==> src/rename_macros.svh <==
`ifndef RENAME_MACROS_SVH
`define RENAME_MACROS_SVH

// architectural registers
`define REG_NUM 32
`define REG_SEL 5

// data word
`define DATA_LEN 32

// rename register file, one tag per entry
`define RRF_NUM 64
`define RRF_SEL 6

`endif

==> src/rename_pkg.sv <==
`include "rename_macros.svh"

package rename_pkg;

  // one dispatch slot
  typedef struct packed {
    logic                dst_en;
    logic [`REG_SEL-1:0] dst;
    logic [`REG_SEL-1:0] rs1;
    logic [`REG_SEL-1:0] rs2;
  } rename_req_t;

  // payload is the tag in its low bits while ready is low
  typedef struct packed {
    logic                 ready;
    logic [`DATA_LEN-1:0] data;
  } src_operand_t;

  typedef struct packed {
    logic                 en;
    logic [`RRF_SEL-1:0]  tag;
    logic [`DATA_LEN-1:0] data;
  } wb_t;

  typedef struct packed {
    logic                 we;
    logic [`REG_SEL-1:0]  dst;
    logic [`RRF_SEL-1:0]  tag;
    logic [`DATA_LEN-1:0] data;
  } commit_t;

  typedef enum logic [1:0] {
    src_arf  = 2'd0,
    src_rrf  = 2'd1,
    src_wait = 2'd2
  } src_sel_e;

endpackage

==> src/rrf_alloc.sv <==
`timescale 1ns/1ps
`include "rename_macros.svh"

module rrf_alloc
  import rename_pkg::*;
(
  input  logic                 clk_i,
  input  logic                 reset_i,

  // dispatch side
  input  logic                 disp_en_i,
  input  rename_req_t          disp_req_i,
  output logic                 alloc_en_o,
  output logic [`RRF_SEL-1:0]  alloc_tag_o,
  output logic                 full_o,

  // retirement side
  output logic [`RRF_SEL-1:0]  head_tag_o,
  input  logic                 head_valid_i,
  input  logic [`DATA_LEN-1:0] head_data_i,
  output commit_t              commit_o
);

  logic [`RRF_SEL-1:0] head_q;
  logic [`RRF_SEL-1:0] tail_q;
  logic [`RRF_SEL:0]   count_q;
  logic [`REG_SEL-1:0] dst_q [`RRF_NUM];
  logic                empty;
  logic                retire;

  assign full_o = (count_q == (`RRF_SEL+1)'(`RRF_NUM));
  assign empty  = (count_q == '0);

  // next tag is always the tail
  assign alloc_tag_o = tail_q;
  assign alloc_en_o  = disp_en_i && !full_o && disp_req_i.dst_en;

  // oldest entry leaves once its result is in
  assign head_tag_o = head_q;
  assign retire     = !empty && head_valid_i;

  assign commit_o.we   = retire;
  assign commit_o.dst  = dst_q[head_q];
  assign commit_o.tag  = head_q;
  assign commit_o.data = head_data_i;

  always_ff @(posedge clk_i) begin
    if (alloc_en_o) begin
      dst_q[tail_q] <= disp_req_i.dst;
    end
  end

  always_ff @(posedge clk_i) begin
    if (reset_i) begin
      head_q  <= '0;
      tail_q  <= '0;
      count_q <= '0;
    end else begin
      if (alloc_en_o) begin
        tail_q <= tail_q + 1'b1;
      end
      if (retire) begin
        head_q <= head_q + 1'b1;
      end
      // pointers wrap on their own, the count tracks occupancy
      if (alloc_en_o && !retire) begin
        count_q <= count_q + 1'b1;
      end else if (!alloc_en_o && retire) begin
        count_q <= count_q - 1'b1;
      end
    end
  end

endmodule

==> config.mk <==
export PLATFORM = sky130hd
export DESIGN_NAME = rrf_alloc
export DESIGN_NICKNAME = d
export VERILOG_FILES = /design/src/rename_pkg.sv /design/src/rrf_alloc.sv
export VERILOG_INCLUDE_DIRS = /design/src
export SDC_FILE = /design/constraint.sdc
export NUM_CORES = 1
export LEC_CHECK = 0
export ABC_AREA = 1
export BUFFER_PORTS_ARGS = -buffer_cell sky130_fd_sc_hd__buf_2
export CAP_MARGIN = 20
export CORE_AREA = 2 2 216 239
export CTS_BUF_LIST = sky130_fd_sc_hd__clkbuf_4
export DETAILED_ROUTE_END_ITERATION = 8
export DIE_AREA = 0 0 218 241
export HOLD_SLACK_MARGIN = 0.03
export SETUP_SLACK_MARGIN = 0.4
export SYNTH_ARGS = -nofsm -noshare
export SYNTH_HDL_FRONTEND = slang
export SYNTH_SLANG_ARGS = --single-unit
export TNS_END_PERCENT = 30
==> constraint.sdc <==
create_clock -name clk_i -period 2.9 [get_ports clk_i]
set_clock_uncertainty 0.2 [all_clocks]
set_input_delay 0.435 -clock clk_i [delete_from_list [all_inputs] [get_ports clk_i]]
set_output_delay 0.435 -clock clk_i [all_outputs]
set_load 0.03 [all_outputs]
* Word level (Yosys, flattened, before mapping) *
Memories as Yosys holds them, arrays and structs flattened. A register that Yosys moved wholly into a read port is not among the register bits.
Cells that the tools add are included.

cells by class
  divide/modulo/power cells = 0
  shift operators = 0
  mux-type cells = 6
  multipliers = 0
  equality and inequality tests = 1
  add/sub/neg operators = 4
  bitwise operators = 0
  $lt $le $gt $ge = 0
  reductions and logical operators = 11

operator list
  kind                   number
  $mux W7                2
  $add A6 B1 Y6 const B  2
  $mux W6                2
  $add A7 B1 Y7 const B  1
  $eq A7 B7 Y1 const B   1
  $logic_not A7 Y1       1
  $sub A7 B1 Y7 const B  1
  $logic_and A1 B1 Y1    5
  $logic_not A1 Y1       4
  $mux W1                2
  $reduce_bool A2 Y1     1

storage, ports and cells
  bits in registers = 19
  memories kept = 1
  RAM bits = 320
  bits in latches = 0
  bits of input ports = 52
  ROM bits = 0
  logic and storage cells = 26
  output and inout port bits = 58

memories
  memory  words  bits a word  read ports  clocked after memory_dff  wr ports  line             RTL
  dst_q   64     5            1           1                         1         rrf_alloc.sv:27  logic [`REG_SEL-1:0] dst_q [`RRF_NUM];

* Logic depth before layout (Yosys ltp) *
  depth after elaboration = 8
  gate-level depth with buffers = 16
  gate-level depth less buffers = 16

* Least setup slack after synthesis *
OpenSTA, ideal clock, no wires.

  path kind = register to register
  start point = register count_q[1]
  end point = register count_q[5]
  data required time = 2.585 ns
  data arrival time = 2.543 ns
  setup time = 0.115 ns
  cell stages (with the launch flop) = 16
  clock period less this slack = 2.858 ns
  buffers on the path = 1
  path slack = 0.042 ns
  cells stage by stage = dfxtp_1 > inv_1 > nand4_1 > nor2_1 > nor2_2 > buf_6 > ha_1 > inv_1 > ha_1 > nand2_1 > inv_1 > nand2_1 > nand3_1 > xor2_1 > o21ai_0 > inv_1

on the way
  word-level cells in the longest chain between the ends = 7
  elaborated cells between the ends (all ways) = 16
  those cells by class = add/sub (2); eq/ne (1); mux (2); reduce/logical (11)

RTL lines
  what                                line             RTL
  start, declared                     rrf_alloc.sv:26  logic [`RRF_SEL:0] count_q;
  start signal, assigned              rrf_alloc.sv:67  count_q <= count_q + 1'b1;
  start signal, assigned              rrf_alloc.sv:69  count_q <= count_q - 1'b1;
  $eq A7 B7 Y1 *                      rrf_alloc.sv:31  assign full_o = (count_q == (`RRF_SEL+1)'(`RRF_NUM));
  via full_o                          rrf_alloc.sv:15  output logic full_o,
  $logic_not A1 Y1 *                  rrf_alloc.sv:36  assign alloc_en_o = disp_en_i && !full_o && disp_req_i.dst_en;
  $logic_and A1 B1 Y1 * (2 in a row)  rrf_alloc.sv:36
  via alloc_en_o                      rrf_alloc.sv:13  output logic alloc_en_o,
  $logic_not A1 Y1                    rrf_alloc.sv:68  end else if (!alloc_en_o && retire) begin
  $logic_and A1 B1 Y1                 rrf_alloc.sv:68
  $reduce_bool A2 Y1 (no line)        -

The timed path passes the listed nets; every way through them passes the cells marked *. The select of a mux whose other input is x is not followed.
A chain may end at the register's enable or synchronous reset.

==> results.yml <==
global_routing:
  grt_max_degree: 81
  gr-total-overflow: 0
  grt_pass1_vias: 10300
  track_usage: 0.146
  grt_pass1_wl_mm: 58.3
  antenna_found_initial: 1
synth:
  syn_inst: 1350
  synth.most_common_cell: "nand2_1"
  synth_nets: 1412
  ys_types: 32
  synth_top_cell_by_area: "edfxtp_1"
  synth_compound_area_frac: 0.0115
  synth_area_per_cell_um2: 11.0
  synth.area.top_cells: "edfxtp_1 (65%), nand2_1 (11%), nand3_1 (9.5%)"
  synthMuxAreaShare: 0
  synthSimpleGateAreaFrac: 0.237
  synthTopCellsByCount: "nand2_1 (437), edfxtp_1 (320), nand3_1 (283)"
  synth_top_area_share: 0.647
  yosysWarnings: 0
  synth_top_family_by_area: "simple AND/OR/NAND/NOR gates"
  syn_area_um2: 14900
  yosys_register_bits: 345
  synth_ff_type: "edfxtp_1"
  synth-async-reset-ratio: 0
  synthXorXnorAreaFrac: 0.00472
  synth_edf_count: 320
  seq_area_frac_synth: 0.681
  yosys.area_share.adder: 0.00893
detailed_routing:
  drt_iter0_drc: 1087
  vias: 10600
  wl_per_cell_um: 18.9
  dr.pass1.iters: 5
  viasPerCell: 4.88
  wirelength_mm: 40.9
  ant_nets: 0
  drc_errors: 0
sta:
  finalCritPeriodShare: 1.09
  setup_viol: 5
  tightest_slew_ns: 0.781
  whs_ns: 0.207
  hold_viol: 0
  relSlewSlack: 0.479
  layout_min_cycle_time_ns: 3.16
  fin_tns_setup_ns: -1.20
  maxSlewViolCount: 0
  rsz0062_at_grt: "true"
  timing.final.ws_setup_ns: -0.261
  max_freq_mhz: 316
power_and_ir_drop:
  powerDensity_nw_per_um2: 760
  ir_drop_mv: 0.486
  p_leak_nw: 6.62
critical_path:
  path_delay_family: "simple AND/OR/NAND/NOR gates"
  critPathBufInv: 4
  worst-setup-path-type: "reg -> out"
  cp.required_ns: 2.27
  cp-start-kind: "flop"
  crit_arrival_ns: 2.53
  cp_slowest_cell: "dfxtp_4"
  critical_path_depth: 12
  r2r_start: "count_q[3]"
  crit_path_end_kind: "primary output"
  path_common_cell: "nand2_1"
  cp_cell_sequence: "buf_12 -> buf_12 -> buf_16 -> nand2_1 -> nand3_2 -> nand3_1 -> nand2_1 -> nand2_1 -> nand3_1 -> nand3_2 -> nand2_2 -> buf_6"
  crit_fanout: 5
  max_stage_delay_ns: 0.44
  timing.rr.end: "count_q[6]"
  rr_worst_depth: 16
  r2r_slack_ns: 0.33
clock_tree:
  clkTransAtPathRegs_ns: 0.06
  cts_tree: "yes"
  cts.path.max_buffers: 3
  cts-root-buf: "clkbuf_4"
  clock_sinks: 345
  htree_levels: 3
  cts_made_buffers: 85
  clock_latency_ns: 0.75
placed_design:
  port_buffers: 35
  dp_hpwl_mm: 20.9
  gp_congestion: 0.816
hold_path:
  hold_path_depth: 7
  hold_class: "in -> reg"
  holdPathEnd: "alloc_tag_o[2]"
  hp-start: "disp_en_i"
floorplan:
  initial_core_util: 0.298
  design.core.area_um2: 49900
  rows: 86
  fp.dieW_um: 218
  io_pins: 110
  die_h_um: 241
  die_area_um2: 52500
outcome:
  outcome: "finished, violations left"
  violations: "setup timing"
finish:
  area_growth_pct: 22.7
  layout-drive-gt1-share: 0.270
  nets: 1510
flow_run:
  drv_cap: 0
## stage by stage
step | power [mW] | cells | worst slack, ns | utilization | cell area, um^2
after floorplan | 7.85 | 1350 | 0.436 | - | 14900
after global placement | 8.48 | 1961 | 0.235 | 0.310 | 15500
after detailed placement | 8.52 | 1961 | 0.241 | 0.310 | 15500
after CTS | 13.2 | 2138 | -0.264 | 0.348 | 17400
after global routing | 14.5 | 2164 | -0.366 | 0.365 | 18200
final | 13.9 | 2164 | -0.261 | 0.365 | 18200
## layer usage
layer  vias up  GRT usage  share of wire
li1       4889          -              -
met1      5069      0.184           0.40
met2       481      0.242           0.48
met3       122     0.0291          0.076
met4         0     0.0664          0.037
met5         -          0              0
## worst max-delay path by stage
stage                   end  slack (ns)  startpoint
3_5_place_dp   commit_o[39]        0.24        flop
2_1_floorplan    count_q[6]        0.44  count_q[0]
5_1_grt        commit_o[41]       -0.37        flop
6_report       commit_o[42]       -0.26        flop
4_1_cts        commit_o[41]       -0.26        flop
3_3_place_gp   commit_o[41]        0.24        flop
## placed cells by master (no fill, tap or decap), types with 5 or more instances in the layout
cell             n
nand3_1        223
clkbuf_4       118
inv_1           25
a21oi_1         20
clkinv_1        15
ha_1             5
dfxtp_1         19
buf_2           27
nand2_2         24
dlygate4sd3_1    6
nor2_1          26
nand3_2         56
nand2_1        411
nor2_2          42
clkbuf_16       11
buf_16          16
edfxtp_1       320
nand4_4          5
o21ai_0          8
buf_6           16
inv_2           11
buf_4           30
nand3_4          5
buf_12          12
## state kept, by name, indices dropped and copies added, names as in the netlist, named ones only
name	count
dst_q	320
head_tag_o	6
alloc_tag_o	6
count_q	7
## cells by family after synthesis
family                   count (synthesis)
buffers and inverters                  146
adder cells (fa/ha/maj)                 10
flip-flops                             345
XOR/XNOR                                 8
AND/OR/NAND/NOR                        807
AO/OA/AOI/OAI                           34
## area by class of cell
type	count	area, um^2
diodes	2	5.00
multi-input cells	859	4490
inverters	37	161
well taps	660	826
fillers	4848	31700
clock buffers	118	886
repair buffers	120	1590
flip-flops and latches	345	10100
clock inverters	23	149
## report_power, final
group	internal, mW	total [mW]	switching, mW	leakage (nW)
combinational	1.77	4.28	2.51	2.93
clock	2.04	3.98	1.93	0.614
sequential	5.51	5.60	0.0826	3.08
total	9.33	13.9	4.53	6.62
## repair_timing
action / CTS / global route
gates cloned: 11 / 14
endpoints found under the hold margin: 74 / 0
setup endpoints to repair: 101 / 189
gates resized for setup: 85 / 126
buffers inserted: 19 / 10
hold buffers: 6 / 0
pin swaps: 23 / 79
## worst reg2reg max path, delay by kind of cell, from the launching register on
kind,cells,cell delay [ns]
AO/OA/AOI/OAI,1,0.10
adder cells (fa/ha/maj),2,0.59
buffers and inverters,3,0.36
flip-flops,1,0.32
AND/OR/NAND/NOR,10,0.93
Note: power is estimated with default switching activity, not from simulation.
