$ cat config.mk
export PLATFORM = sky130hd
export DESIGN_NAME = operand_select
export DESIGN_NICKNAME = d
export VERILOG_FILES = /design/src/rename_pkg.sv /design/src/operand_select.sv
export VERILOG_INCLUDE_DIRS = /design/src
export SDC_FILE = /design/constraint.sdc
export NUM_CORES = 1
export LEC_CHECK = 0
export BUFFER_PORTS_ARGS = -buffer_cell sky130_fd_sc_hd__clkbuf_2
export CAP_MARGIN = 10
export CORE_AREA = 2 2 81 83
export DETAILED_ROUTE_END_ITERATION = 8
export DIE_AREA = 0 0 83 85
export GPL_ROUTABILITY_DRIVEN = 0
export PLACE_DENSITY_LB_ADDON = 0.05
export SLEW_MARGIN = 20
export SYNTH_ARGS = -nofsm -noshare
export SYNTH_HDL_FRONTEND = slang
export SYNTH_SLANG_ARGS = --single-unit
$ cat constraint.sdc
create_clock -name vclk -period 0.84
set_clock_uncertainty 0.05 [all_clocks]
set_input_delay 0.084 -clock vclk [all_inputs]
set_output_delay 0.084 -clock vclk [all_outputs]
set_load 0.05 [all_outputs]
$ cat src/rename_macros.svh
`ifndef RENAME_MACROS_SVH
`define RENAME_MACROS_SVH

// architectural registers
`define REG_NUM 32
`define REG_SEL 5

// data word
`define DATA_LEN 32

// rename register file, one tag per entry
`define RRF_NUM 64
`define RRF_SEL 6

`endif

$ cat src/rename_pkg.sv
`include "rename_macros.svh"

package rename_pkg;

  // one dispatch slot
  typedef struct packed {
    logic                dst_en;
    logic [`REG_SEL-1:0] dst;
    logic [`REG_SEL-1:0] rs1;
    logic [`REG_SEL-1:0] rs2;
  } rename_req_t;

  // payload is the tag in its low bits while ready is low
  typedef struct packed {
    logic                 ready;
    logic [`DATA_LEN-1:0] data;
  } src_operand_t;

  typedef struct packed {
    logic                 en;
    logic [`RRF_SEL-1:0]  tag;
    logic [`DATA_LEN-1:0] data;
  } wb_t;

  typedef struct packed {
    logic                 we;
    logic [`REG_SEL-1:0]  dst;
    logic [`RRF_SEL-1:0]  tag;
    logic [`DATA_LEN-1:0] data;
  } commit_t;

  typedef enum logic [1:0] {
    src_arf  = 2'd0,
    src_rrf  = 2'd1,
    src_wait = 2'd2
  } src_sel_e;

endpackage

$ cat src/operand_select.sv
`timescale 1ns/1ps
`include "rename_macros.svh"

module operand_select
  import rename_pkg::*;
(
  input  logic                 busy1_i,
  input  logic                 busy2_i,
  input  logic [`RRF_SEL-1:0]  tag1_i,
  input  logic [`RRF_SEL-1:0]  tag2_i,
  input  logic [`DATA_LEN-1:0] arf1_i,
  input  logic [`DATA_LEN-1:0] arf2_i,
  input  logic [`DATA_LEN-1:0] rrf1_i,
  input  logic [`DATA_LEN-1:0] rrf2_i,
  input  logic                 valid1_i,
  input  logic                 valid2_i,
  output src_operand_t         src1_o,
  output src_operand_t         src2_o
);

  src_sel_e sel1;
  src_sel_e sel2;

  function automatic src_sel_e pick(input logic busy, input logic valid);
    if (!busy) begin
      return src_arf;
    end
    return valid ? src_rrf : src_wait;
  endfunction

  function automatic src_operand_t build(input src_sel_e sel,
                                         input logic [`RRF_SEL-1:0] tag,
                                         input logic [`DATA_LEN-1:0] arf_val,
                                         input logic [`DATA_LEN-1:0] rrf_val);
    src_operand_t op;
    case (sel)
      src_arf: op = '{ready: 1'b1, data: arf_val};
      src_rrf: op = '{ready: 1'b1, data: rrf_val};
      // still in flight, hand out the tag to wait on
      default: op = '{ready: 1'b0, data: `DATA_LEN'(tag)};
    endcase
    return op;
  endfunction

  assign sel1   = pick(busy1_i, valid1_i);
  assign sel2   = pick(busy2_i, valid2_i);
  assign src1_o = build(sel1, tag1_i, arf1_i, rrf1_i);
  assign src2_o = build(sel2, tag2_i, arf2_i, rrf2_i);

endmodule

* Word level (Yosys, flattened, before mapping)
Cells that the tools add are included.
** Word-level totals
- Output and inout bits :: 66
- Word-level logic and storage cells :: 10
- Register bits after elaboration :: 0
** Operators by class
- Muxes and demuxes :: 6
- Equality and inequality tests :: 2
- Reduce and logical (&&, ||, !) cells :: 2
** Operators by type and width (count)
- 33-bit case mux with 2 select lines :: 2
- 2-bit 2-to-1 mux :: 4
- 2-bit by 1-bit equality test with 1-bit output, second input constant :: 2
- 2-bit zero test :: 2

* Longest topological paths before layout
Gate-level depths: netlist of the first run.
- Depth after elaboration :: 4
- Gate-level depth with buffers :: 5
- Depth with buffers taken out :: 2

* Least setup slack after synthesis of the first run
No wires, ideal clock.
- Path kind :: input-to-output
- From :: in valid1_i
- To :: out src1_o[0] (netlist bit)
- Buffers on the path :: 1
- Cell stages on the path :: 3
- Arrival :: 1.104 ns
- Path slack :: -0.398 ns
- Cell sequence :: buf_6 mux2i_1 a21oi_1
** RTL lines
- from (decl) :: line operand_select.sv:15 : input logic valid1_i,
- to (decl) :: line operand_select.sv:17 : output src_operand_t src1_o,

==> flow_metrics.env, run 1 <==
export IMPL_violations="setup timing"
export IMPL_synth_nets=252
export IMPL_worst_ep_required_time_ns=0.71
export IMPL_grt_pass1_vias=1826
export IMPL_rsz0062_at_grt="yes"
export IMPL_avgViaCountPerCell=4.535
export IMPL_synthesis_area_um2=837.1
export IMPL_final_nets=469
export IMPL_ios=210
export IMPL_routed_wl_um=6107
export IMPL_io_buffers=210
export IMPL_grt_usage_pct=15.42
export IMPL_nFlopsAndLatches=0
export IMPL_wl_met2_um=3505
export IMPL_ant_nets=0
export IMPL_arrival_ns=0.90
export IMPL_fin_util_pct=58.14
export IMPL_drv_cap=0
export IMPL_wl_per_cell_um=15.27
export IMPL_status="complete, but fails checks"
export IMPL_slew_limit_headroom_pct=84.93
export IMPL_cp_start_kind="primary input"
export IMPL_path_cells="clkbuf_16 > buf_8 > inv_8 > buf_12 > a22o_4 > clkbuf_16"
export IMPL_antenna_found_initial=0
export IMPL_diodes=0
export IMPL_drt_iter0_drc=15
export IMPL_drt_pass1_iter_count=4
export IMPL_netlist_top_cells_area="a22o_1 (54%), mux2i_1 (14%), buf_6 (11%)"
export IMPL_end_kind="primary output"
export IMPL_core_um2=6205
export IMPL_grt_max_degree=27
export IMPL_ys_types=11
export IMPL_dpl_cell_count=396
export IMPL_finalHoldViolCount=0
export IMPL_fin_ws_ns=-0.1928
export IMPL_die_h_um=85
export IMPL_hp_class="primary input to primary output"
export IMPL_setup_violations_final=64
export IMPL_slew_viol_final=0
export IMPL_min_delay_path_depth=3
export IMPL_tns_ns=-10.28
export IMPL_synth_most_common_cell="a22o_1"
export IMPL_cts_setup_buffers=0
export IMPL_finalCritPeriodShare_pct=123.0
export IMPL_max_freq_mhz=968.2
export IMPL_ir_worst_vdd_v=0.0004654
export IMPL_clkbuf_count=0
export IMPL_gr_total_overflow=0
export IMPL_hold_worst_slack_ns=0.4431
export IMPL_synth_seq_area_share_pct=0
export IMPL_rows=29
export IMPL_period_minus_slack_ns=1.033
export IMPL_worstMarginPinSlew_ns=0.2216
export IMPL_dieWidth_um=83
export IMPL_grt_pass1_wl_um=9197
export IMPL_final_cell_count_no_fill=400
export IMPL_drc=0
export IMPL_top_layer="met4"
export IMPL_synthCells=108
export IMPL_wl_met3_um=430
export IMPL_whs_endpoint="src2_o[22]"
export IMPL_cpPeakStageDelay_ns=0.25
export IMPL_syn_avg_cell_area_um2=7.750
export IMPL_design_die_area_um2=7055
export IMPL_synth_top_cell_area_share_pct=54.41
export IMPL_timing_critical_path_mode_cell="clkbuf_16"
export IMPL_critPathKind="primary input to primary output"
export IMPL_hold_start="rrf2_i[22]"
export IMPL_worstPathMaxFanout=7
export IMPL_drive_gt1_share_pct=95.67
export IMPL_leakage_nw=1.812
export IMPL_start_util_pct=13.49
export IMPL_dp_hpwl_um=4591
export IMPL_yosysWarnings=0
export IMPL_synth_top_area_cell="a22o_1"
export IMPL_synthTopCellsByCount="a22o_1 (52), a21oi_1 (12), mux2i_1 (12), nor2_1 (12), buf_6 (8)"
export IMPL_area_growth_pct=330.9
export IMPL_crit_slowest_cell="a22o_4"
export IMPL_drt_met1_wl_um=2065
export IMPL_vias=1814
export IMPL_pwr_density_cell_nw_per_um2=867.2
export IMPL_seq_area_um2=0
-- critical path, delay by kind of cell --
kind / cells / cell delay, ns
compound gates: 1 / 0.25
buf+inv: 5 / 0.56
-- metal layers --
metal / track usage, % / vias up
met1: 17.09 / 831
met5: 0 / -
met2: 31.45 / 103
met3: 2.529 / 8
li1: - / 872
met4: 1.639 / 0
-- worst max path at each step --
stage,endpoint,start
2_1_floorplan,src2_o[12],valid2_i
3_3_place_gp,src1_o[23],busy1_i
3_5_place_dp,src1_o[27],busy1_i
4_1_cts,src2_o[12],valid2_i
5_1_grt,src2_o[8],busy2_i
6_report,src1_o[10],busy1_i
-- cell usage in the layout (no fill, tap or decap) --
master / n
buf_12: 14
buf_16: 1
a22o_2: 6
buf_6: 6
nand2b_1: 1
inv_1: 1
mux2i_2: 4
a21oi_2: 1
and2_4: 4
buf_4: 3
clkbuf_4: 1
inv_8: 1
a21oi_4: 11
a22o_4: 46
mux2i_4: 8
clkbuf_16: 7
buf_8: 55
nor2_1: 12
clkbuf_2: 140
nand2b_4: 1
-- power by group --
group | switching [mW] | total, mW | internal (mW) | leakage [nW]
registers | 0 | 0 | 0 | 0
logic | 1.58 | 3.13 | 1.55 | 1.81
clock network | 0 | 0 | 0 | 0
total | 1.58 | 3.13 | 1.55 | 1.81
-- kinds of logic after synthesis --
family	count (synthesis)	synth area share, %
AND/OR/NAND/NOR	16	8.968
multiplexers	12	14.35
AO/OA/AOI/OAI	64	61.59
buffers and inverters	16	15.10
-- per-stage QoR --
| step | power [mW] | setup slack [ns] | instance area [um^2] |
|---|---|---|---|
| final | 3.128 | -0.1928 | 3607 |
| after global routing | 3.247 | -0.2140 | 3607 |
| after CTS | 2.920 | -0.2052 | 3425 |
| after detailed placement | 2.377 | -0.4029 | 2656 |
| after global placement | 2.367 | -0.3850 | 2656 |
| after floorplan | 1.607 | -0.1665 | 1369 |
-- layout make-up --
cell class	instances	area (um^2)
Timing Repair Buffer	227	2107
Fill cell	531	2597
Multi-Input combinational cell	94	1389
Tap cell	77	96.34
Inverter	2	15.01
-- what timing repair did --
| action | 4_1_cts | 5_1_grt |
|---|---|---|
| pin swaps | 9 | 7 |
| gates resized for setup | 156 | 70 |
| hold buffers | 0 | 0 |
| hold endpoints to repair | 0 | 0 |
| endpoints found under the setup margin | 66 | 66 |
| gates cloned | 3 | 1 |
(Power assumes the default switching activity.)
==> inputs of run 2 (changes only) <==
==> constraint.sdc (replaced) <==
create_clock -name vclk -period 0.84
set_clock_uncertainty 0.05 [all_clocks]
set_input_delay 0.042 -clock vclk [all_inputs]
set_output_delay 0.042 -clock vclk [all_outputs]
set_load 0.05 [all_outputs]
==> flow_metrics.env, run 2 (same netlist as run 1, synthesis figures left out) <==
export IMPL_antenna_found_initial=0
export IMPL_nFlopsAndLatches=0
export IMPL_max_freq_mhz=1115
export IMPL_ir_worst_vdd_v=0.0005225
export IMPL_min_delay_path_depth=3
export IMPL_seq_area_um2=0
export IMPL_dieWidth_um=83
export IMPL_start_util_pct=13.49
export IMPL_drive_gt1_share_pct=94.38
export IMPL_cts_setup_buffers=0
export IMPL_avgViaCountPerCell=4.559
export IMPL_place_ws_ns=-0.2930
export IMPL_end_kind="primary output"
export IMPL_cp_start_kind="primary input"
export IMPL_hp_class="primary input to primary output"
export IMPL_ant_nets=0
export IMPL_crit_end="src2_o[2]"
export IMPL_dp_hpwl_um=4588
export IMPL_finalCritPeriodShare_pct=106.8
export IMPL_pwr_density_cell_nw_per_um2=874.2
export IMPL_setup_violations_final=61
export IMPL_final_common_cell="clkbuf_2"
export IMPL_final_nets=466
export IMPL_die_h_um=85
export IMPL_leakage_nw=1.793
export IMPL_vias=1810
export IMPL_routed_wl_um=6416
export IMPL_final_cell_mix="clkbuf_2 (142), a22o_4 (48), buf_8 (48), nor2_1 (12), buf_12 (12)"
export IMPL_grt_max_degree=14
export IMPL_drc=0
export IMPL_finalPower_mw=3.060
export IMPL_rsz0062_at_grt="yes"
export IMPL_grt_pass1_wl_um=9887
export IMPL_clkbuf_count=0
export IMPL_worstMarginPinSlew_ns=0.3004
export IMPL_violations="setup timing"
export IMPL_drv_cap=0
export IMPL_design_die_area_um2=7055
export IMPL_worst_ep_required_time_ns=0.75
export IMPL_wl_per_cell_um=16.16
export IMPL_io_buffers=210
export IMPL_area_growth_pct=318.2
export IMPL_grt_usage_pct=16.89
export IMPL_status="complete, but fails checks"
export IMPL_drt_pass1_iter_count=4
export IMPL_finalHoldViolCount=0
export IMPL_arrival_ns=0.80
export IMPL_rows=29
export IMPL_diodes=0
export IMPL_critPathKind="primary input to primary output"
export IMPL_ios=210
export IMPL_grt_pass1_vias=1917
export IMPL_fin_util_pct=56.42
export IMPL_fin_ws_ns=-0.05677
export IMPL_gr_total_overflow=0
export IMPL_slew_viol_final=0
export IMPL_worstPathMaxFanout=7
export IMPL_core_um2=6205
export IMPL_period_minus_slack_ns=0.8968
export IMPL_drt_iter0_drc=22
export IMPL_slew_limit_headroom_pct=80.06
export IMPL_critPathLaunch="valid2_i"
[run 2: changes by cell type in the layout (fill, tap and decap cells not counted), moves of 2 or more]
| cell | previous run | this run |
|---|---|---|
| a21oi_2 | 1 | 8 |
| a21oi_4 | 11 | 4 |
| buf_8 | 55 | 48 |
| clkbuf_8 | 0 | 6 |
| mux2i_1 | 0 | 4 |
| buf_16 | 1 | 4 |
| buf_4 | 3 | 0 |
| mux2i_4 | 8 | 5 |
| a22o_2 | 6 | 4 |
| a22o_4 | 46 | 48 |
| and2_4 | 4 | 6 |
| buf_12 | 14 | 12 |
| buf_6 | 6 | 4 |
| clkbuf_2 | 140 | 142 |
[run 2: worst min path at each step]
stage               start          to  slack (ns)
2_1_floorplan  rrf1_i[10]  src1_o[10]        0.21
6_report       rrf2_i[12]  src2_o[12]        0.36
4_1_cts        rrf1_i[11]  src1_o[11]        0.37
3_5_place_dp   rrf1_i[11]  src1_o[11]        0.36
3_3_place_gp   rrf1_i[11]  src1_o[11]        0.37
5_1_grt        rrf2_i[12]  src2_o[12]        0.37
[run 2: metrics by stage]
step,hold WS (ns),area [um^2],setup TNS (ns),cells
6_report,0.3598,3501,-1.329,397
5_1_grt,0.3728,3501,-2.612,397
3_3_place_gp,0.3652,2526,-14.52,389
2_1_floorplan,0.2137,1311,-3.632,108
3_5_place_dp,0.3624,2526,-14.29,389
4_1_cts,0.3748,3402,-2.478,397
[run 2: report_power, final]
part / leakage [nW] / switching (mW) / total [mW] / internal (mW)
clock network: 0 / 0 / 0 / 0
logic: 1.79 / 1.56 / 3.06 / 1.50
registers: 0 / 0 / 0 / 0
[run 2: metal layers]
layer	wire length (um)	part of all wire, %	global-route usage [%]
met1	2402	37	20.48
met4	65	1.0	1.043
met2	3539	55	33.36
met3	407	6.3	1.751
met5	0	0	0
[run 2: area by class of cell]
cell class                      count  area (um^2)
Timing Repair Buffer              222         2059
Inverter                            2        25.02
Tap cell                           77        96.34
Multi-Input combinational cell     96         1320
Fill cell                         555         2704
[run 2: critical path, stage by stage]
cell     delay, ns
buf_8         0.10
buf_12        0.14
mux2i_4       0.18
a21oi_2       0.17
buf_8         0.16
[run 2: repair_timing]
| item | 4_1_cts | 5_1_grt |
|---|---|---|
| hold buffers | 0 | 0 |
| pin swaps | 18 | 5 |
| resized for setup | 160 | 54 |
| setup endpoints to repair | 64 | 64 |
| gates cloned | 8 | 0 |
