[config.mk]
export PLATFORM = sky130hd
export DESIGN_NAME = arf
export DESIGN_NICKNAME = d
export VERILOG_FILES = /design/src/rename_pkg.sv /design/src/arf_data.sv /design/src/rename_table.sv /design/src/arf.sv
export VERILOG_INCLUDE_DIRS = /design/src
export SDC_FILE = /design/constraint.sdc
export NUM_CORES = 2
export LEC_CHECK = 0
export BUFFER_PORTS_ARGS = -buffer_cell sky130_fd_sc_hd__buf_2
export CAP_MARGIN = 20
export CORE_MARGIN = 5
export CORE_UTILIZATION = 64
export DETAILED_ROUTE_END_ITERATION = 16
export GPL_TIMING_DRIVEN = 0
export PLACE_DENSITY_LB_ADDON = 0.05
export SYNTH_ARGS = -nofsm -noshare
export SYNTH_HDL_FRONTEND = slang
export SYNTH_SLANG_ARGS = --single-unit
[constraint.sdc]
create_clock -name clk_i -period 6.06 [get_ports clk_i]
set_input_delay 0.606 -clock clk_i [delete_from_list [all_inputs] [get_ports clk_i]]
set_output_delay 0.606 -clock clk_i [all_outputs]
set_load 0.01 [all_outputs]
[src/rename_macros.svh]
`ifndef RENAME_MACROS_SVH
`define RENAME_MACROS_SVH

// architectural registers
`define REG_NUM 32
`define REG_SEL 5

// data word
`define DATA_LEN 32

// rename register file, one tag per entry
`define RRF_NUM 64
`define RRF_SEL 6

`endif

[src/rename_pkg.sv]
`include "rename_macros.svh"

package rename_pkg;

  // one dispatch slot
  typedef struct packed {
    logic                dst_en;
    logic [`REG_SEL-1:0] dst;
    logic [`REG_SEL-1:0] rs1;
    logic [`REG_SEL-1:0] rs2;
  } rename_req_t;

  // payload is the tag in its low bits while ready is low
  typedef struct packed {
    logic                 ready;
    logic [`DATA_LEN-1:0] data;
  } src_operand_t;

  typedef struct packed {
    logic                 en;
    logic [`RRF_SEL-1:0]  tag;
    logic [`DATA_LEN-1:0] data;
  } wb_t;

  typedef struct packed {
    logic                 we;
    logic [`REG_SEL-1:0]  dst;
    logic [`RRF_SEL-1:0]  tag;
    logic [`DATA_LEN-1:0] data;
  } commit_t;

  typedef enum logic [1:0] {
    src_arf  = 2'd0,
    src_rrf  = 2'd1,
    src_wait = 2'd2
  } src_sel_e;

endpackage

[src/arf_data.sv]
`timescale 1ns/1ps
`include "rename_macros.svh"

module arf_data (
  input  logic                 clk_i,
  input  logic                 reset_i,

  input  logic [`REG_SEL-1:0]  raddr1_i,
  input  logic [`REG_SEL-1:0]  raddr2_i,
  output logic [`DATA_LEN-1:0] rdata1_o,
  output logic [`DATA_LEN-1:0] rdata2_o,

  input  logic                 we_i,
  input  logic [`REG_SEL-1:0]  waddr_i,
  input  logic [`DATA_LEN-1:0] wdata_i
);

  logic [`DATA_LEN-1:0] regs_q [`REG_NUM];

  // reads see the value before this cycle's write
  assign rdata1_o = regs_q[raddr1_i];
  assign rdata2_o = regs_q[raddr2_i];

  always_ff @(posedge clk_i) begin
    if (reset_i) begin
      for (int i = 0; i < `REG_NUM; i++) begin
        regs_q[i] <= '0;
      end
    end else if (we_i) begin
      regs_q[waddr_i] <= wdata_i;
    end
  end

endmodule

[src/rename_table.sv]
`timescale 1ns/1ps
`include "rename_macros.svh"

module rename_table
  import rename_pkg::*;
(
  input  logic                clk_i,
  input  logic                reset_i,

  // source lookup
  input  logic [`REG_SEL-1:0] rs1_i,
  input  logic [`REG_SEL-1:0] rs2_i,
  output logic                rs1_busy_o,
  output logic                rs2_busy_o,
  output logic [`RRF_SEL-1:0] rs1_tag_o,
  output logic [`RRF_SEL-1:0] rs2_tag_o,

  // retirement clears busy
  input  commit_t             commit_i,

  // dispatch sets busy and tag
  input  logic                set_en_i,
  input  logic [`REG_SEL-1:0] set_num_i,
  input  logic [`RRF_SEL-1:0] set_tag_i
);

  logic [`REG_NUM-1:0] busy_q;
  logic [`RRF_SEL-1:0] tag_q [`REG_NUM];
  logic                clear_hit;

  assign rs1_busy_o = busy_q[rs1_i];
  assign rs2_busy_o = busy_q[rs2_i];
  assign rs1_tag_o  = tag_q[rs1_i];
  assign rs2_tag_o  = tag_q[rs2_i];

  // only the newest rename of a register may free it
  assign clear_hit = commit_i.we && (tag_q[commit_i.dst] == commit_i.tag);

  always_ff @(posedge clk_i) begin
    if (reset_i) begin
      busy_q <= '0;
    end else begin
      if (clear_hit) begin
        busy_q[commit_i.dst] <= 1'b0;
      end
      // set comes last so a same-cycle rename wins over the clear
      if (set_en_i) begin
        busy_q[set_num_i] <= 1'b1;
        tag_q[set_num_i]  <= set_tag_i;
      end
    end
  end

endmodule

[src/arf.sv]
`timescale 1ns/1ps
`include "rename_macros.svh"

module arf
  import rename_pkg::*;
(
  input  logic                 clk_i,
  input  logic                 reset_i,

  input  logic [`REG_SEL-1:0]  rs1_i,
  input  logic [`REG_SEL-1:0]  rs2_i,
  output logic [`DATA_LEN-1:0] rs1_data_o,
  output logic [`DATA_LEN-1:0] rs2_data_o,
  output logic                 rs1_busy_o,
  output logic                 rs2_busy_o,
  output logic [`RRF_SEL-1:0]  rs1_tag_o,
  output logic [`RRF_SEL-1:0]  rs2_tag_o,

  input  commit_t              commit_i,

  input  logic                 set_en_i,
  input  logic [`REG_SEL-1:0]  set_num_i,
  input  logic [`RRF_SEL-1:0]  set_tag_i
);

  // committed values
  arf_data u_arf_data (
    .clk_i    (clk_i),
    .reset_i  (reset_i),
    .raddr1_i (rs1_i),
    .raddr2_i (rs2_i),
    .rdata1_o (rs1_data_o),
    .rdata2_o (rs2_data_o),
    .we_i     (commit_i.we),
    .waddr_i  (commit_i.dst),
    .wdata_i  (commit_i.data)
  );

  rename_table u_rename_table (
    .clk_i      (clk_i),
    .reset_i    (reset_i),
    .rs1_i      (rs1_i),
    .rs2_i      (rs2_i),
    .rs1_busy_o (rs1_busy_o),
    .rs2_busy_o (rs2_busy_o),
    .rs1_tag_o  (rs1_tag_o),
    .rs2_tag_o  (rs2_tag_o),
    .commit_i   (commit_i),
    .set_en_i   (set_en_i),
    .set_num_i  (set_num_i),
    .set_tag_i  (set_tag_i)
  );

endmodule

# Word-level counts from Yosys, hierarchy flattened
# Memory sizes are Yosys's and may differ from the RTL's.
# Cells that the tools add are included.
# op_classes
muxes	22
shift	0
reduce_logical	4
addsub	0
eq_ne	1
multipliers	0
n_bitwise	3
magnitude_cmp	6
n_div	0
# ops
cell	n
$mux 32	4
$and 32x32->32	1
$not 32->32	1
$or 32x32->32	1
$reduce_or 32->1	1
$lt 5x6->1 const B	4
$mux 1	13
$bmux 1 s5	2
$demux 1 s5	2
$ge 5x1->1 const B	2
$eq 6x6->1	1
$mux 5	1
$logic_and 1x1->1	3
# word_totals
reg_bits	32
ram_bits	1216
romBits	0
output_inout_bits	78
latch_bits	0
input_bits	68
memories	2
# mem_list
name	words	word_bits	read_ports	rd_clocked_by_memory_dff	wr	line_no	text
u_arf_data.regs_q	32	32	2	0	32	arf_data.sv:18	logic [`DATA_LEN-1:0] regs_q [`REG_NUM];
u_rename_table.tag_q	32	6	3	0	1	rename_table.sv:28	logic [`RRF_SEL-1:0] tag_q [`REG_NUM];

# Longest topological paths before layout
# logic_depth
ltp_word	10
depth_mapped	10
mapped_depth_nobuf	7

# Hierarchy
# From an unflattened synthesis, not the netlist that was laid out.
# hier_totals
cells_unflattened	5467
hier_area_um2	69399.1
# by_module_without_submodules
module	seq_area_each_um2	cells_each	area_per_inst_um2	n_inst
arf_data	30749.5	4640	56467.9	1
rename_table	6406.1	827	12931.2	1

# Worst setup path after synthesis
# No wires, ideal clock.
# synth_timing
kind	input to register
startpoint	input port commit_i[39] in the netlist's numbering
endpoint	memory u_arf_data.regs_q[18][0] in the netlist's numbering, enable pin
setup_ns	0.466
cell_stages	7
arrival_time_ns	4.129
slack_ns	1.465
cell_sequence	buf_2 -> buf_2 -> buf_2 -> nor2b_1 -> nand2_1 -> clkbuf_1 -> o21ai_0
# synth_rtl
element	line_no	text
start: declaration	arf.sv:19	input commit_t commit_i,
end: declaration	arf_data.sv:18	

# Worst setup path after layout
# layout_timing
startpoint	input port rs2_i[3]
endpoint	output port rs2_data_o[27]
# layout_between
elab_chain_cells	1
# layout_lines
element	line_no	text
start: declaration	arf.sv:11	input logic [`REG_SEL-1:0] rs2_i,
$mem_v2 32x32	-	
end: declaration	arf.sv:13	output logic [`DATA_LEN-1:0] rs2_data_o,
# No other way between the ends.

==> summary by stage <==
Run status
The flow ran to the end, and the final reports show no timing, DRC or antenna violations.

Clock network
Clock-pin slew was measured on the worst setup and hold paths at 0.07 ns. Gates resized during post-CTS repair numbered 0. The clock latency on the worst-skew pair is 0.76 ns. The number of setup buffers added after CTS is 0.

CTS placed an instance of sky130_fd_sc_hd__clkbuf_16 at the clock tree root. Counting along the longest clock path gives a buffer depth of 3. The number of buffers inserted for hold repair after clock tree synthesis is 0. TritonCTS built the clock tree. The maximum level of the CTS H-tree is 4. The number of buffers inserted during clock tree synthesis is 134. For this design, the sink count on the clock tree is 1248.

Timing
The clock skew after layout is 0.0266 ns. The max-slew violation count is 0. The setup slack of the critical path after layout is 1.12 ns.

In this run the tightest slew margin relative to its limit is 9.57%. The highest clock frequency the design can meet is 0.203 GHz. The hold violation count in the final report was 0.

After layout, the worst path uses 81.4% of the clock period. The worst path needs 4.94 ns of the cycle, external delays included. The setup violation total in the final timing report is 0. The worst hold slack is 0.201 ns. The actual transition at the worst max-transition pin is 1.36 ns. Setup repair after global routing left no endpoint under its margin.

Critical path
The data arrival time of the critical path is 4.33 ns. The startpoint identified for the worst register-to-register timing path is u_rename_table.tag_q[30][4]. The type of element launching the critical path is a primary input. The data required time at the worst endpoint is 5.45 ns.

The longest individual stage delay on the worst path is 0.95 ns. The worst setup path is captured at an output port. Walking the worst path, the cells encountered are clkbuf_1 > clkbuf_1 > clkbuf_1 > mux4_2 > mux2_2 > buf_2. The critical path is of the primary input to output port type. Among cell families on the critical path, the largest total delay comes from buffers and inverters. The number of buffers and inverters on the critical path is 4. Of all nets on the critical path, the largest fanout is 10.

The most frequent cell on the critical path is sky130_fd_sc_hd__clkbuf_1. The minimum setup slack among reg-to-reg paths is 2.75 ns. The library cell contributing the largest single delay on the critical path is sky130_fd_sc_hd__clkbuf_1. The most critical setup path has its startpoint at rs2_i[3].

Route
The routed design uses 29900 µm of met3 wire. After detailed routing, the number of vias per cell comes to 7.37. The DRC violations left is 0.

The count of TritonRoute iterations in the first routing pass is 5. The detailed router put a total of 75500 µm of wire on met1. In this run, the number of DRC markers left after iteration 0 of detailed routing was 7366. The average wire length per cell after detail routing is 38.6 µm. The total via count in the routed design is 43000.

Wire segments on met2 add up to 98700 µm in the final route. The detail route stage leaves a number of antenna-violating nets equal to 0. The routed design has 225000 µm of wire. After detailed routing, no signal wire sits above met5.

Pwr
The share of total power dissipated in combinational logic is 13.5%. Dividing total power by cell area gives a power density of 279 nW/µm². The switching power of the nets is 5200 µW. The clock network is responsible for 38.5% of the overall power. Across the VDD grid, the largest voltage drop is 0.255 mV. After layout, the design draws a total of 21000 µW. The total internal power is 15800 µW.

The leakage power total is 0.0253 µW. Net switching is 24.8% of the power. The share of total power dissipated in sequential elements is 48.0%.

Yosys
The most used flip-flop cell after synthesis is sky130_fd_sc_hd__edfxtp_1. Yosys mapped a number of flops with a built-in enable equal to 1216. The yosys synthesis warning count is 0. Synthesis inferred 1248 register bits. The cell area that synthesis handed to floorplanning was 66300 µm². The sequential fraction of the synthesis area is 56.0%.

The synthesized area divided by synthesized cell count is 16.7 µm². The number of distinct standard cells referenced by the synthesized netlist is 35. When the netlist entered floorplanning its net count stood at 4038. Counting every instance in the synthesized netlist gives 3970. The fraction of synthesis flops using an asynchronous set or reset pin is 0%.

Floorplanning
The total area inside the core boundary comes to 103000 µm². 146 I/O pins were placed. The site row count is 118.

The floorplan die width is 332 µm. Measured along the y axis, the die boundary spans 332 µm. The die covers 110000 µm². The initial utilization of the core area, before any placement, comes to 64.3%.

Final layout
The finished layout holds 5831 standard cells, fillers aside. The net count of the finished layout is 4415. The area added between synthesis and finish is 13.2%. The fill cell total of the finished layout is 6352. Cells with a size suffix above 1 make up 30.2% of the layout.

The most common library cell in the layout ignoring fill and taps is sky130_fd_sc_hd__edfxtp_1. Leaving out fill and tap cells, the most frequent cells in the layout are 1216 x sky130_fd_sc_hd__edfxtp_1, 1024 x sky130_fd_sc_hd__and2_1, 780 x sky130_fd_sc_hd__mux4_2, 372 x sky130_fd_sc_hd__clkbuf_1, 159 x sky130_fd_sc_hd__buf_2.

Place
After detailed placement, the design holds a cell count of 5551. The final weighted congestion in routability-driven placement is 1.02. At the placement stage, the worst setup path has a slack of 0.976 ns. After legalization and detailed placement, the total HPWL measured 166000 µm. In this run the tool buffered the top-level ports with 134 buffer cells.

Flow run
The tool flagged a number of max-cap violations equal to 0.

Global route
The maximum number of pins on one net before global-route repair is 33. For this run the aggregate overflow at the end of global routing stands at 0. The number of antenna violations at the first check in global routing is 5. The first global-routing pass estimated 315000 µm of wire. Global routing used 40.9% of the available tracks. The via count of the first global-routing pass came to 42600.

Worst hold path
The source of the worst hold timing path is commit_i[0]. The classification of the worst-slack hold path is primary input to flip-flop.
-- worst paths after layout --
kind                                                  to  cells after the start
worst max-delay path                      rs2_data_o[27]                      6
worst min-delay path             u_arf_data.regs_q[4][0]                      2
worst max register to register  u_rename_table.busy_q[9]                      7
worst min register to register  u_rename_table.busy_q[1]                      2
-- Yosys cell counts (4+ instances only) --
cell type	instances	share of area (%)
sky130_fd_sc_hd__edfxtp_1	1216	55
sky130_fd_sc_hd__mux2i_1	96	1.4
sky130_fd_sc_hd__nor4_4	4	0.13
sky130_fd_sc_hd__a21oi_1	68	0.51
sky130_fd_sc_hd__clkbuf_1	348	2.0
sky130_fd_sc_hd__nand4bb_1	6	0.10
sky130_fd_sc_hd__dfxtp_1	32	0.97
sky130_fd_sc_hd__or4b_1	4	0.060
sky130_fd_sc_hd__nor2_1	100	0.57
sky130_fd_sc_hd__buf_2	18	0.14
sky130_fd_sc_hd__nand3b_1	5	0.057
sky130_fd_sc_hd__o22ai_1	48	0.45
sky130_fd_sc_hd__mux4_2	780	26
sky130_fd_sc_hd__and2_1	1024	9.7
sky130_fd_sc_hd__o21ai_0	32	0.24
sky130_fd_sc_hd__nor4_1	12	0.11
sky130_fd_sc_hd__nor2b_1	4	0.038
sky130_fd_sc_hd__nand4b_1	5	0.066
sky130_fd_sc_hd__and3_1	4	0.038
sky130_fd_sc_hd__buf_1	54	0.31
sky130_fd_sc_hd__nand2_1	9	0.051
sky130_fd_sc_hd__mux2_2	78	1.3
-- sequential cells by signal, summed over array words and instances, names as in the netlist --
register and flops:
u_rename_table.tag_q 192, u_rename_table.busy_q 32, u_arf_data.regs_q 1024
-- kinds of logic after synthesis --
family	count (synthesis)	synth area share, %
AOI/OAI and AO/OA	153	1.27
DFF	1248	56.0
and+or+nand+nor	1193	11.1
muxes	954	29.3
buffers and inverters	421	2.42
xor gates and xnor gates	1	0.0132
-- per-stage QoR --
stage | utilization (%) | cell area (µm²) | setup TNS [ns]
after floorplan | - | 66300 | 0
after global placement | 66.6 | 68700 | -1696.85
after detailed placement | 68.1 | 70300 | 0
after CTS | 72.2 | 74500 | 0
after global routing | 72.8 | 75100 | 0
final | 72.8 | 75100 | 0
-- final cells by class --
type | instances | area, µm² | share of cell area, %
sequential | 1248 | 37200 | 49.5
tap | 1380 | 1730 | 2.30
clock buffer | 166 | 3610 | 4.81
timing repair buffer | 241 | 2450 | 3.26
multi-input combinational | 2301 | 27900 | 37.2
antenna | 8 | 20.0 | 0.0267
buffer | 420 | 1610 | 2.14
clock inverter | 66 | 588 | 0.783
inverter | 1 | 3.75 | 0.00500
-- metal layers --
layer	track usage [%]	vias up
li1	-	16500
met1	54.8	22000
met2	58.7	3684
met3	11.1	749
met4	29.9	2
met5	0	-
-- power groups by stage --
stage               clock, µW  sequential, µW  combinational, µW
finish                   8070           10100               2830
global route             8430           10100               2870
CTS                      8050           10100               2720
detailed placement          0           10200               2700
global placement            0           10200               2570
floorplan                   0           10200               1570
Power figures use the tool's default switching activity.
